File: src/include/extint_defs.svh
`ifndef EXTINT_DEFS_SVH
`define EXTINT_DEFS_SVH

// True when the SFR bus writes the register at address id
`define EXTINT_SFR_HIT(bus, id) ((bus).we && ((bus).addr == (id)))

`endif

File: src/logic/sfr_map_pkg.sv
`default_nettype none

package sfr_map_pkg;

  // ----------------------------------------
  // Bus widths
  // ----------------------------------------
  localparam int SFR_ADDR_W = 7;   // SFR space 0x80..0xff, top bit dropped
  localparam int SFR_DATA_W = 8;

  // Register addresses, offset from 0x80
  localparam logic [SFR_ADDR_W-1:0] TCON_ID  = 7'h08;  // 0x88
  localparam logic [SFR_ADDR_W-1:0] IRCON_ID = 7'h40;  // 0xc0
  localparam logic [SFR_ADDR_W-1:0] T2CON_ID = 7'h48;  // 0xc8

  // Reset values
  localparam logic [SFR_DATA_W-1:0] TCON_RV  = 8'h00;
  localparam logic [SFR_DATA_W-1:0] T2CON_RV = 8'h00;
  localparam logic [SFR_DATA_W-1:0] IRCON_RV = 8'h00;

  // ----------------------------------------
  // Bit positions
  // ----------------------------------------
  localparam int TCON_IT0   = 0;   // Int 0 edge/level select
  localparam int TCON_IE0   = 1;   // Int 0 request flag
  localparam int TCON_IT1   = 2;   // Int 1 edge/level select
  localparam int TCON_IE1   = 3;   // Int 1 request flag

  localparam int T2CON_I2FR = 5;   // Int 2 rising/falling select
  localparam int T2CON_I3FR = 6;   // Int 3 rising/falling select

  localparam int IRCON_IEX7 = 0;   // Int 7 sits below the others
  localparam int IRCON_IEX2 = 1;
  localparam int IRCON_IEX3 = 2;
  localparam int IRCON_IEX4 = 3;
  localparam int IRCON_IEX5 = 4;
  localparam int IRCON_IEX6 = 5;

endpackage

`default_nettype wire

File: src/logic/extint_pkg.sv
`default_nettype none

package extint_pkg;
  import sfr_map_pkg::*;

  localparam int NUM_PINS  = 8;    // Interrupt pins watched
  localparam int NUM_TCON  = 2;    // Ints 0 and 1
  localparam int NUM_IRCON = 6;    // Ints 2 to 7

  // Pin indices
  localparam int PIN_INT0 = 0;
  localparam int PIN_INT1 = 1;
  localparam int PIN_INT2 = 2;
  localparam int PIN_INT3 = 3;
  localparam int PIN_INT4 = 4;
  localparam int PIN_INT5 = 5;
  localparam int PIN_INT6 = 6;
  localparam int PIN_INT7 = 7;

  // Pins 2 and 3 assumed idle high
  localparam logic [NUM_PINS-1:0] PIN_SAMPLE_RV = 8'b0000_1100;

  // ----------------------------------------
  // Structs between blocks
  // ----------------------------------------
  typedef struct packed {
    logic [SFR_ADDR_W-1:0] addr;
    logic [SFR_DATA_W-1:0] data;
    logic                  we;     // Write strobe
  } sfr_bus_t;

  typedef struct packed {
    logic [NUM_PINS-1:0] rise;     // One pulse per pin
    logic [NUM_PINS-1:0] fall;
  } pin_edges_t;

  typedef struct packed {
    logic                 wr;      // Flag write this cycle
    logic [NUM_IRCON-1:0] data;    // Sized for the wider bank
  } flag_wr_t;

  typedef struct packed {
    logic [NUM_TCON-1:0] ie;
    logic [NUM_TCON-1:0] it;
  } tcon_stat_t;

  typedef struct packed {
    logic [NUM_IRCON-1:0] iex;     // Index 0 is int 2
    logic [1:0]           fr;
  } ircon_stat_t;

endpackage

`default_nettype wire

File: src/logic/extint_sfr.sv
`timescale 1ns/10ps
`default_nettype none

`include "extint_defs.svh"

module extint_sfr
  import sfr_map_pkg::*, extint_pkg::*;
(
  input  wire logic          clkper,
  input  wire logic          rst,
  input  wire sfr_bus_t      sfr,
  output flag_wr_t           tcon_wr,   // Flag strobe to tcon_bank
  output flag_wr_t           ircon_wr,  // Flag strobe to ircon_bank
  output logic [NUM_TCON-1:0] it,       // Edge mode when set
  output logic [1:0]          fr        // Rising edge when set
);

  logic hit_tcon;
  logic hit_t2con;
  logic hit_ircon;

  // ----------------------------------------
  // Address decode
  // ----------------------------------------
  assign hit_tcon  = `EXTINT_SFR_HIT(sfr, TCON_ID);
  assign hit_t2con = `EXTINT_SFR_HIT(sfr, T2CON_ID);
  assign hit_ircon = `EXTINT_SFR_HIT(sfr, IRCON_ID);

  // Mode and edge select bits live here
  always_ff @(posedge clkper)
  begin
    if (rst)
    begin
      it <= {TCON_RV[TCON_IT1], TCON_RV[TCON_IT0]};
      fr <= {T2CON_RV[T2CON_I3FR], T2CON_RV[T2CON_I2FR]};
    end
    else
    begin
      if (hit_tcon)
        it <= {sfr.data[TCON_IT1], sfr.data[TCON_IT0]};
      if (hit_t2con)
        fr <= {sfr.data[T2CON_I3FR], sfr.data[T2CON_I2FR]};
    end
  end

  // ----------------------------------------
  // Flag strobes, same cycle as the write
  // ----------------------------------------
  assign tcon_wr = '{
    wr:   hit_tcon,
    data: {{(NUM_IRCON-NUM_TCON){1'b0}}, sfr.data[TCON_IE1], sfr.data[TCON_IE0]}
  };

  // Reorder so bit 0 is int 2 and bit 5 is int 7
  assign ircon_wr = '{
    wr:   hit_ircon,
    data: {sfr.data[IRCON_IEX7], sfr.data[IRCON_IEX6], sfr.data[IRCON_IEX5],
           sfr.data[IRCON_IEX4], sfr.data[IRCON_IEX3], sfr.data[IRCON_IEX2]}
  };

  // One register per write, so the banks never see two strobes
  a_one_strobe: assert property (
    @(posedge clkper) disable iff (rst) !(tcon_wr.wr && ircon_wr.wr)
  );

endmodule

`default_nettype wire

File: src/logic/extint_top.sv
`timescale 1ns/10ps
`default_nettype none

module extint_top
  import extint_pkg::*;
(
  input  wire logic                clkper,
  input  wire logic                rst,
  input  wire logic                newinstr,   // Start of CPU instruction
  input  wire logic [NUM_PINS-1:0] pins,       // Interrupt pin levels
  input  wire logic [NUM_PINS-1:0] ack,        // Per interrupt acknowledge
  input  wire sfr_bus_t            sfr,
  output tcon_stat_t               tcon,
  output ircon_stat_t              ircon
);

  flag_wr_t            tcon_wr;
  flag_wr_t            ircon_wr;
  logic [NUM_TCON-1:0] it;
  logic [1:0]          fr;
  pin_edges_t          edges;

  // ----------------------------------------
  // SFR decode and pin sampling
  // ----------------------------------------
  extint_sfr u_sfr (
    .clkper   (clkper),
    .rst      (rst),
    .sfr      (sfr),
    .tcon_wr  (tcon_wr),
    .ircon_wr (ircon_wr),
    .it       (it),
    .fr       (fr)
  );

  pin_sampler u_sampler (
    .clkper (clkper),
    .rst    (rst),
    .pins   (pins),
    .edges  (edges)
  );

  // ----------------------------------------
  // Flag banks
  // ----------------------------------------
  tcon_bank u_tcon (
    .clkper   (clkper),
    .rst      (rst),
    .newinstr (newinstr),
    .lvl      (pins[PIN_INT1:PIN_INT0]),        // Level mode needs raw pins
    .fall     (edges.fall[PIN_INT1:PIN_INT0]),
    .ack      (ack[PIN_INT1:PIN_INT0]),
    .it       (it),
    .wr       (tcon_wr),
    .stat     (tcon)
  );

  ircon_bank u_ircon (
    .clkper   (clkper),
    .rst      (rst),
    .newinstr (newinstr),
    .edges    (edges),
    .ack      (ack[PIN_INT7:PIN_INT2]),
    .fr       (fr),
    .wr       (ircon_wr),
    .stat     (ircon)
  );

endmodule

`default_nettype wire

File: src/logic/ircon_bank.sv
`timescale 1ns/10ps
`default_nettype none

module ircon_bank
  import sfr_map_pkg::*, extint_pkg::*;
(
  input  wire logic                 clkper,
  input  wire logic                 rst,
  input  wire logic                 newinstr,  // Start of CPU instruction
  input  wire pin_edges_t           edges,
  input  wire logic [NUM_IRCON-1:0] ack,       // Bit 0 is int 2
  input  wire logic [1:0]           fr,        // Edge select for ints 2, 3
  input  wire flag_wr_t             wr,
  output ircon_stat_t               stat
);

  logic [NUM_IRCON-1:0] trig;   // Selected edge per channel
  logic [NUM_IRCON-1:0] pend;   // Edge held until taken
  logic [NUM_IRCON-1:0] iex;    // Request flags

  // ----------------------------------------
  // Edge select
  // ----------------------------------------
  assign trig[0] = fr[0] ? edges.rise[PIN_INT2] : edges.fall[PIN_INT2];
  assign trig[1] = fr[1] ? edges.rise[PIN_INT3] : edges.fall[PIN_INT3];
  assign trig[NUM_IRCON-1:2] = edges.rise[PIN_INT7:PIN_INT4];   // Rising only

  // Pending latches
  always_ff @(posedge clkper)
  begin
    if (rst)
      pend <= '0;
    else
    begin
      for (int i = 0; i < NUM_IRCON; i++)
      begin
        if (trig[i])
          pend[i] <= 1'b1;
        else if (newinstr || ack[i])
          pend[i] <= 1'b0;
      end
    end
  end

  // ----------------------------------------
  // Request flags
  // ----------------------------------------
  always_ff @(posedge clkper)
  begin
    if (rst)
      iex <= {IRCON_RV[IRCON_IEX7], IRCON_RV[IRCON_IEX6], IRCON_RV[IRCON_IEX5],
              IRCON_RV[IRCON_IEX4], IRCON_RV[IRCON_IEX3], IRCON_RV[IRCON_IEX2]};
    else
    begin
      for (int i = 0; i < NUM_IRCON; i++)
      begin
        if (wr.wr)
          iex[i] <= wr.data[i];         // CPU write wins
        else if (ack[i])
          iex[i] <= 1'b0;
        else if (pend[i])
          iex[i] <= 1'b1;               // One cycle behind the edge
      end
    end
  end

  assign stat = '{iex: iex, fr: fr};

  // An acked flag stays down next cycle unless the CPU wrote it
  a_ack_clears: assert property (
    @(posedge clkper) disable iff (rst)
    (|ack && !wr.wr) |=> ((iex & $past(ack)) == '0)
  );

endmodule

`default_nettype wire

File: src/logic/pin_sampler.sv
`timescale 1ns/10ps
`default_nettype none

module pin_sampler
  import extint_pkg::*;
(
  input  wire logic                clkper,
  input  wire logic                rst,
  input  wire logic [NUM_PINS-1:0] pins,   // Live pin levels
  output pin_edges_t               edges
);

  logic [NUM_PINS-1:0] smp;   // Previous cycle sample

  // ----------------------------------------
  // Sample registers
  // ----------------------------------------
  always_ff @(posedge clkper)
  begin
    if (rst)
      smp <= PIN_SAMPLE_RV;
    else
      smp <= pins;
  end

  // Live pin against last sample
  assign edges = '{
    rise: pins & ~smp,   // Was low, now high
    fall: ~pins & smp    // Was high, now low
  };

  // A pin moves one way per cycle
  a_one_dir: assert property (
    @(posedge clkper) disable iff (rst) (edges.rise & edges.fall) == '0
  );

endmodule

`default_nettype wire

File: src/logic/tcon_bank.sv
`timescale 1ns/10ps
`default_nettype none

module tcon_bank
  import sfr_map_pkg::*, extint_pkg::*;
(
  input  wire logic                clkper,
  input  wire logic                rst,
  input  wire logic                newinstr,  // Start of CPU instruction
  input  wire logic [NUM_TCON-1:0] lvl,       // Live pins 0 and 1
  input  wire logic [NUM_TCON-1:0] fall,      // Falling edge pulses
  input  wire logic [NUM_TCON-1:0] ack,       // Interrupt taken
  input  wire logic [NUM_TCON-1:0] it,        // Edge mode when set
  input  wire flag_wr_t            wr,
  output tcon_stat_t               stat
);

  logic [NUM_TCON-1:0] ie;     // Request flags
  logic [NUM_TCON-1:0] pend;   // Falling edge seen
  logic [NUM_TCON-1:0] clr;    // Ack seen, hold ie clear

  // ----------------------------------------
  // Request flags
  // ----------------------------------------
  always_ff @(posedge clkper)
  begin
    if (rst)
      ie <= {TCON_RV[TCON_IE1], TCON_RV[TCON_IE0]};
    else
    begin
      for (int i = 0; i < NUM_TCON; i++)
      begin
        if (wr.wr)
          ie[i] <= wr.data[i];          // CPU write wins
        else if (!it[i])
          ie[i] <= ~lvl[i];             // Low level request
        else if (ack[i] || clr[i])
          ie[i] <= 1'b0;
        else if (pend[i] || fall[i])
          ie[i] <= 1'b1;                // Falling edge request
      end
    end
  end

  // ----------------------------------------
  // Edge and ack latches
  // ----------------------------------------
  always_ff @(posedge clkper)
  begin
    if (rst)
    begin
      pend <= '0;
      clr  <= '0;
    end
    else
    begin
      for (int i = 0; i < NUM_TCON; i++)
      begin
        // New edge beats a clear in the same cycle
        if (fall[i])
          pend[i] <= 1'b1;
        else if (newinstr || ack[i])
          pend[i] <= 1'b0;

        if (ack[i])
          clr[i] <= 1'b1;
        else if (newinstr)
          clr[i] <= 1'b0;               // Released at next instruction
      end
    end
  end

  assign stat = '{ie: ie, it: it};

endmodule

`default_nettype wire
File: config.mk
export PLATFORM = sky130hd
export DESIGN_NAME = extint_top
export DESIGN_NICKNAME = d
export VERILOG_FILES = /design/src/logic/sfr_map_pkg.sv /design/src/logic/extint_pkg.sv /design/src/logic/extint_sfr.sv /design/src/logic/extint_top.sv /design/src/logic/ircon_bank.sv /design/src/logic/pin_sampler.sv /design/src/logic/tcon_bank.sv
export VERILOG_INCLUDE_DIRS = /design/src /design/src/include
export SDC_FILE = /design/constraint.sdc
export NUM_CORES = 1
export LEC_CHECK = 0
export BUFFER_PORTS_ARGS = -buffer_cell sky130_fd_sc_hd__buf_2
export CELL_PAD_IN_SITES_DETAIL_PLACEMENT = 0
export CELL_PAD_IN_SITES_GLOBAL_PLACEMENT = 1
export CORE_UTILIZATION = 31
export DETAILED_ROUTE_END_ITERATION = 10
export PLACE_DENSITY = 0.7
export SLEW_MARGIN = 40
export SYNTH_ARGS = -nofsm -noshare
export SYNTH_HDL_FRONTEND = slang
export SYNTH_HIERARCHICAL = 1
export SYNTH_SLANG_ARGS = --single-unit
export TNS_END_PERCENT = 30
File: constraint.sdc
create_clock -name clkper -period 2.6 [get_ports clkper]
set_clock_uncertainty 0.15 [all_clocks]
set_input_delay 0.52 -clock clkper [delete_from_list [all_inputs] [get_ports clkper]]
set_output_delay 0.52 -clock clkper [all_outputs]
set_load 0.05 [all_outputs]
Yosys cells after proc, flatten, opt, wreduce, memory -nomap -nowiden

Cells that the tools add are included.

Input bits: 35
Register bits: 30
Word-level logic and storage cells: 110

Reductions and logical operators: 31
Equality and inequality tests: 5
Bitwise logic cells: 6
Mux-type cells: 47

Operators by type and width:

| cell                 | number |
|---|---|
| $mux W1              | 47 |
| $reduce_bool A2 Y1   | 10 |
| $reduce_bool A3 Y1   | 6 |
| $eq A7 B7 Y1 const B | 2 |
| $logic_or A1 B1 Y1   | 12 |
| $and A8 B8 Y8        | 1 |
| $ne A4 B2 Y1 const B | 2 |
| $not A8 Y8           | 1 |
| $eq A7 B4 Y1 const B | 1 |
| $and A4 B4 Y4        | 1 |
| $not A4 Y4           | 1 |
| $logic_and A1 B1 Y1  | 3 |
| $not A1 Y1           | 2 |

Depth between registers and ports, before layout

Gate-level depths: netlist of run 1.

Depth in word-level cells: 7
Mapped depth: 7
Gate-level depth less buffers: 5

Cells and area by module

The synthesis of run 1 kept the hierarchy.

By module, submodules not included:

| module      | area each (sq um) | cells each | times used | seq. area each (sq um) |
|---|---|---|---|---|
| ircon_bank  | 496.7             | 60         | 1          | 240.2 |
| extint_sfr  | 335.3             | 40         | 1          | 80.1 |
| pin_sampler | 310.3             | 32         | 1          | 160.2 |
| tcon_bank   | 250.2             | 31         | 1          | 120.1 |

Worst setup path after synthesis of run 1

OpenSTA, ideal clock, no wires.

Path type: input port to flip-flop
Start point: in sfr[10] (netlist bit)
End point: reg u_ircon.iex[4]
Library setup time: 0.120 ns
Required time: 2.330 ns
Buffers on the path: 2
Path slack: 0.601 ns
Arrival: 1.728 ns
Stages on the path: 7
Cells stage by stage: or4_4 > nor4_4 > buf_4 > buf_6 > nor2_2 > o21ai_1 > a21oi_2

Word-level cells in the longest chain between the ends: 3
Elaborated cells between the ends (all ways): 4
Those cells by class: eq/ne: 1; mux: 1; reduce/logical: 2

RTL lines:

| what                                                    | RTL line         | text |
|---|---|---|
| start: declaration                                      | extint_top.sv:12 | `input wire sfr_bus_t sfr,` |
| $eq A7 B7 Y1 (no line) *                                | -                |  |
| $logic_and A1 B1 Y1 (no line) *                         | -                |  |
| named net u_sfr.hit_ircon                               | extint_sfr.sv:20 | `logic hit_ircon;` |
| $reduce_bool A3 Y1 (no line) or $mux W1 (tied branches) | -                |  |
| end signal: assignment                                  | ircon_bank.sv:51 | `iex <= {IRCON_RV[IRCON_IEX7], IRCON_RV[IRCON_IEX6], IRCON_RV[IRCON_IEX5],` |
| end signal: indexed assignment                          | ircon_bank.sv:58 | `iex[i] <= wr.data[i];` |
| end: declaration                                        | ircon_bank.sv:19 | `logic [NUM_IRCON-1:0] iex;` |

Mark *: on every way through the listed nets, which the timed path passes. The rest lies on a longest branch.
A chain may end at the register's enable or synchronous reset.

==> summary.md, run 1 <==
| Metric | Value |
|---|---|
| Drt pass-1 iters | `6` |
| Net Sw Frac | `24.50%` |
| Reg power frac | `49.9%` |
| Initial antenna violation count | `0` |
| Final Setup Violations | `0` |
| PD cells | `617.7 nW/um^2` |
| Outcome | `finished clean` |
| Element type at the critical path end | `flip-flop` |
| Drt drc | `0` |
| RSZ-0062 raised after global routing | `no` |
| Total Routed Length | `2.910 mm` |
| DRT iter0 DRCs | `31` |
| DRT antenna net count | `0` |
| Routed WL per cell | `12.13 um` |
| Tot GR Track Use | `14.24%` |
| H-tree depth | `2` |
| Avg Synthesized Cell Area | `8.693 sq um` |
| Die Height | `67.29 um` |
| Ports | `47` |
| Internal reg-to-reg setup slack | `1.22 ns` |
| Core Area | `4058 sq um` |
| Final Hold Fails | `0` |
| Fin. max-slew vios | `0` |
| Clock transition at path regs | `0.07 ns` |
| Gpl congestion | `0.6961` |
| NetSw | `240.1 uW` |
| Tightest Pin Transition | `0.6684 ns` |
| Area growth syn-to-layout | `20.08%` |
| Worst hold margin | `0.3023 ns` |
| Fin worst setup slack | `0.6643 ns` |
| WS Path Type | `in2reg` |
| Root Buffer | `clkbuf_8` |
| Total CTS buffers | `5` |
| Die footprint | `4527 sq um` |
| Rel. slew slack | `55.03%` |
| # Post-CTS Setup Buffers | `0` |
| Clock Latency Late Sink | `0.27 ns` |
| Crit share post-route | `74.45%` |
| Cells after Synth | `152` |
| Dpl hpwl | `2.101 mm` |
| Vias per Instance | `4.696` |
| Bufs on Longest Clock Path | `2` |
| Pin count of the biggest net entering global routing | `31` |
| Gr ovfl total | `0` |
| ANT cells | `0` |
| Nets@finish | `224` |
| Hold_buf cts | `0` |
| Width of the chip | `67.29 um` |
| First-pass GRT wire length | `4.712 mm` |
| Data arrival, critical path | `1.91 ns` |
| Synthesized area | `1321 sq um` |
| CTS tree | `done` |
| Routed via count | `1127` |
| VDD IR max | `0.3201 mV` |
| Max-cap violations | `0` |
| FP Rows | `23` |
| Clock share of power | `38.5%` |
| Layout cells sized above 1 | `33.16%` |
| P_int | `739.9 uW` |
| Worst Path Required | `2.58 ns` |
| Startpoint types | `input port` |
| Yosys warns | `6` |
| Worst-path maximum fanout | `12` |
| Final Power | `980.0 uW` |
| Worst min path class | `in2reg` |
| Syn_nets | `187` |
| Cts repair resizes | `0` |
| Sum Neg Setup Slack | `0 ns` |
| Clk sink count | `30` |
| Initial Util | `32.56%` |
| Fillcell total | `406` |
| Leakage | `0.0006731 uW` |
| Clock period minus worst slack | `1.936 ns` |
| Comb power frac | `11.5%` |
| Post-Place Worst Slack | `0.3909 ns` |
| Vias in the first global route | `1059` |
| Port bufs | `45` |
| Peak Freq | `516.6 MHz` |
-- cell type report --
cell class | instances | area (sq um) | area share [%]
Multi-Input combinational cell | 104 | 591.8 | 37.30
Sequential cell | 30 | 600.6 | 37.85
Clock inverter | 1 | 5.005 | 0.3155
Timing Repair Buffer | 46 | 232.7 | 14.67
Tap cell | 50 | 62.56 | 3.943
Clock buffer | 7 | 86.33 | 5.442
Inverter | 2 | 7.507 | 0.4732
-- cells in the final DEF, fill, tap and decap left out --
| master | n |
|---|---|
| clkinv_2 | 1 |
| nor2_1 | 22 |
| a31oi_1 | 1 |
| dfxtp_1 | 30 |
| nor4_1 | 1 |
| or2_1 | 2 |
| o21ai_1 | 8 |
| a21oi_1 | 15 |
| nand3_1 | 4 |
| or3_1 | 2 |
| o21ai_0 | 2 |
| a21oi_2 | 4 |
| buf_2 | 45 |
| nand4bb_1 | 1 |
| nor2b_1 | 18 |
| or4_4 | 1 |
| inv_1 | 2 |
| mux2i_1 | 2 |
| nand4b_1 | 1 |
| a311oi_1 | 2 |
| clkbuf_8 | 6 |
| nor3_1 | 2 |
| nor4bb_1 | 1 |
| nor4_4 | 1 |
| nor2_2 | 4 |
| nand2_1 | 9 |
| buf_4 | 1 |
| and4b_1 | 1 |
| clkbuf_1 | 1 |
-- per-layer routing --
metal / vias up / routed length [um] / GRT usage, %
li1: 576 / - / -
met1: 517 / 1372 / 16.60
met2: 32 / 1372 / 23.88
met3: 2 / 147 / 6.250
met4: 0 / 17 / 3.191
met5: - / 0 / 0
-- final timing paths --
kind | from | end | cells past startpoint
worst max-delay path | sfr[10] | u_ircon/iex[3] | 7
worst min-delay path | pins[3] | u_sampler/smp[3] | 2
worst max register to register | u_sampler/smp[1] | u_tcon/ie[1] | 4
worst min register to register | u_ircon/pend[1] | u_ircon/pend[1] | 2
-- worst max-delay path, stage by stage --
cell	delay [ns]
buf_2	0.10
or4_4	0.58
nor4_4	0.23
buf_4	0.24
nor2_1	0.07
o21ai_0	0.08
a21oi_1	0.08
-- metrics by stage --
step / util, % / std cells / cell area, sq um
floorplan: - / 152 / 1321
global placement: 36.85 / 232 / 1495
finish: 39.10 / 240 / 1587
detailed placement: 36.85 / 232 / 1495
global route: 39.10 / 240 / 1587
CTS: 39.10 / 240 / 1587
-- power by group through the flow --
stage | Combinational (uW) | Sequential [uW] | Clock, uW
floorplan | 52.8 | 515 | 0
global placement | 110 | 498 | 0
detailed placement | 113 | 499 | 0
CTS | 114 | 489 | 391
global route | 125 | 491 | 419
finish | 113 | 489 | 377
-- state kept, by name, summed over array words and instances (netlist names) --
signal	flops
u_tcon/clr	2
u_tcon/ie	2
u_sfr/it	2
u_sfr/fr	2
u_ircon/iex	6
u_ircon/pend	6
u_sampler/smp	8
u_tcon/pend	2
Note: power is estimated with default switching activity, not from simulation.
==> run 2, diff against run 1 <==
clock period = 1.9 ns   (was 2.6 ns; I/O delays follow)
==> run 2 against run 1 <==
Net effect:
- routed wire length shrank 3.0%
- worst hold slack got worse by 0.13 ns
- count of clock-buffer cells in the layout decreased by 1
- die area is the same
- critical path depth is the same
- clock power increased by 27%
- core utilization rose by 0.46 points
- non-clock buffer count rose by 2
- cell count did not move
- combinational power increased by 38%
- via count up 0.27%
==> summary.md, run 2 (synthesized netlist as in run 1, its figures left out) <==
| Metric | Value |
|---|---|
| Outcome | `finished clean` |
| Vias in the first global route | `1053` |
| Worst-path maximum fanout | `12` |
| Cells along the critical path | `buf_2 -> or4_4 -> nor4_4 -> buf_12 -> nor2_1 -> o21ai_0 -> a21oi_1` |
| Most common cell after layout, fill and taps aside | `buf_2` |
| # Post-CTS Setup Buffers | `0` |
| Hold_buf cts | `0` |
| Root Buffer | `clkbuf_8` |
| Width of the chip | `67.29 um` |
| Routed WL per cell | `11.76 um` |
| Vias per Instance | `4.708` |
| Finished Cell Area | `1605 sq um` |
| Layout cells sized above 1 | `33.68%` |
| Largest regs | `u_sampler/smp: 8 flops, u_ircon/iex: 6 flops, u_ircon/pend: 6 flops` |
| Cells after DPL | `234` |
| Gpl congestion | `0.6810` |
| Clock transition at path regs | `0.06 ns` |
| Delay of the slowest critical-path stage | `0.55 ns` |
| FP Rows | `23` |
| Final core occ | `39.56%` |
| Clock period minus worst slack | `1.728 ns` |
| Tightest Pin Transition | `0.5727 ns` |
| VDD IR max | `0.4637 mV` |
| RSZ-0062 raised after global routing | `no` |
| Top reg by flops | `u_sampler/smp` |
| Area growth syn-to-layout | `21.50%` |
| Dpl hpwl | `2.109 mm` |
| Peak Freq | `578.8 MHz` |
| Worst Path Required | `1.87 ns` |
| Most frequent cells in the layout | `buf_2 (45), dfxtp_1 (30), nor2_1 (22)` |
| Ports | `47` |
| Max-cap violations | `0` |
| Largest register FFs | `8` |
| DRT iter0 DRCs | `73` |
| Drt pass-1 iters | `4` |
| Pin count of the biggest net entering global routing | `31` |
| Die footprint | `4527 sq um` |
| Post-route insts no fill | `240` |
| Final Hold Fails | `0` |
| Initial antenna violation count | `0` |
| Port bufs | `45` |
| Core Area | `4058 sq um` |
| Cts repair resizes | `0` |
| PD cells | `811.7 nW/um^2` |
| WS Path Type | `in2reg` |
| Nets@finish | `226` |
| Rel. slew slack | `61.82%` |
| Final Power | `1303 uW` |
| Worst min path class | `in2reg` |
| Startpoint types | `input port` |
| Worst path slowest cell | `or4_4` |
| Area post-placement | `1523 sq um` |
| Clock Latency Late Sink | `0.27 ns` |
| Drt drc | `0` |
| DRT antenna net count | `0` |
| CTS tree | `done` |
| Clk sink count | `30` |
| Fin. max-slew vios | `0` |
| Tot GR Track Use | `13.35%` |
| Gr ovfl total | `0` |
| Total Routed Length | `2.822 mm` |
| Bufs on Longest Clock Path | `2` |
| Fillcell total | `439` |
| Routed via count | `1130` |
| First-pass GRT wire length | `4.512 mm` |
| Sum Neg Setup Slack | `0 ns` |
| Element type at the critical path end | `flip-flop` |
| Initial Util | `32.56%` |
| ANT cells | `0` |
| Die Height | `67.29 um` |
| Final Setup Violations | `0` |
| H-tree depth | `2` |
| Data arrival, critical path | `1.70 ns` |
| Total CTS buffers | `5` |
| Leakage | `0.0006803 uW` |
| Crit share post-route | `90.92%` |
run 2: cell count changes in the layout (fill, tap and decap cells not counted):
cell / delta
buf_4: +1
clkbuf_1: -1
buf_12: +1
clkinv_2: -1
run 2: critical path: cells and delay by family:
kind | cells | cell delay [ns]
buffers and inverters | 2 | 0.28
and+or+nand+nor | 3 | 0.88
AOI/OAI and AO/OA | 2 | 0.14
run 2: layout make-up:
cell class | instances | area (sq um) | share of cell area [%]
clock buffer | 6 | 82.58 | 5.144
inverter | 2 | 7.507 | 0.4677
multi-input combinational | 104 | 591.8 | 36.87
sequential | 30 | 600.6 | 37.41
tap | 50 | 62.56 | 3.897
timing repair buffer | 48 | 260.3 | 16.21
run 2: power by group:
part           internal (uW)  total (uW)  switching, uW
Clock                    278         478            199
Sequential               658         670           12.0
Combinational           64.9         156           90.6
run 2: per-layer routing:
| layer | up-vias | global-route usage (%) | routed length (um) |
|---|---|---|---|
| li1 | 579 | - | - |
| met1 | 514 | 16.10 | 1305 |
| met2 | 32 | 22.63 | 1313 |
| met3 | 5 | 4.054 | 179 |
| met4 | 0 | 3.989 | 24 |
| met5 | - | 0 | 0 |
run 2: worst paths after layout:
kind / start / to / slack [ns] / depth (start not counted)
worst min register to register: u_ircon/pend[0] / u_ircon/pend[0] / 0.32 / 2
worst min-delay path: pins[3] / u_sampler/smp[3] / 0.17 / 2
worst max-delay path: sfr[10] / u_ircon/iex[3] / 0.17 / 7
worst max register to register: u_sampler/smp[1] / u_tcon/ie[1] / 0.52 / 4
run 2: per-stage QoR:
step	hold slack (ns)	worst slack [ns]
2_1_floorplan	0.2825	0.04129
5_1_grt	0.1609	0.1077
3_3_place_gp	0.2944	-0.09212
6_report	0.1675	0.1724
4_1_cts	0.1636	0.1794
3_5_place_dp	0.3075	-0.1054
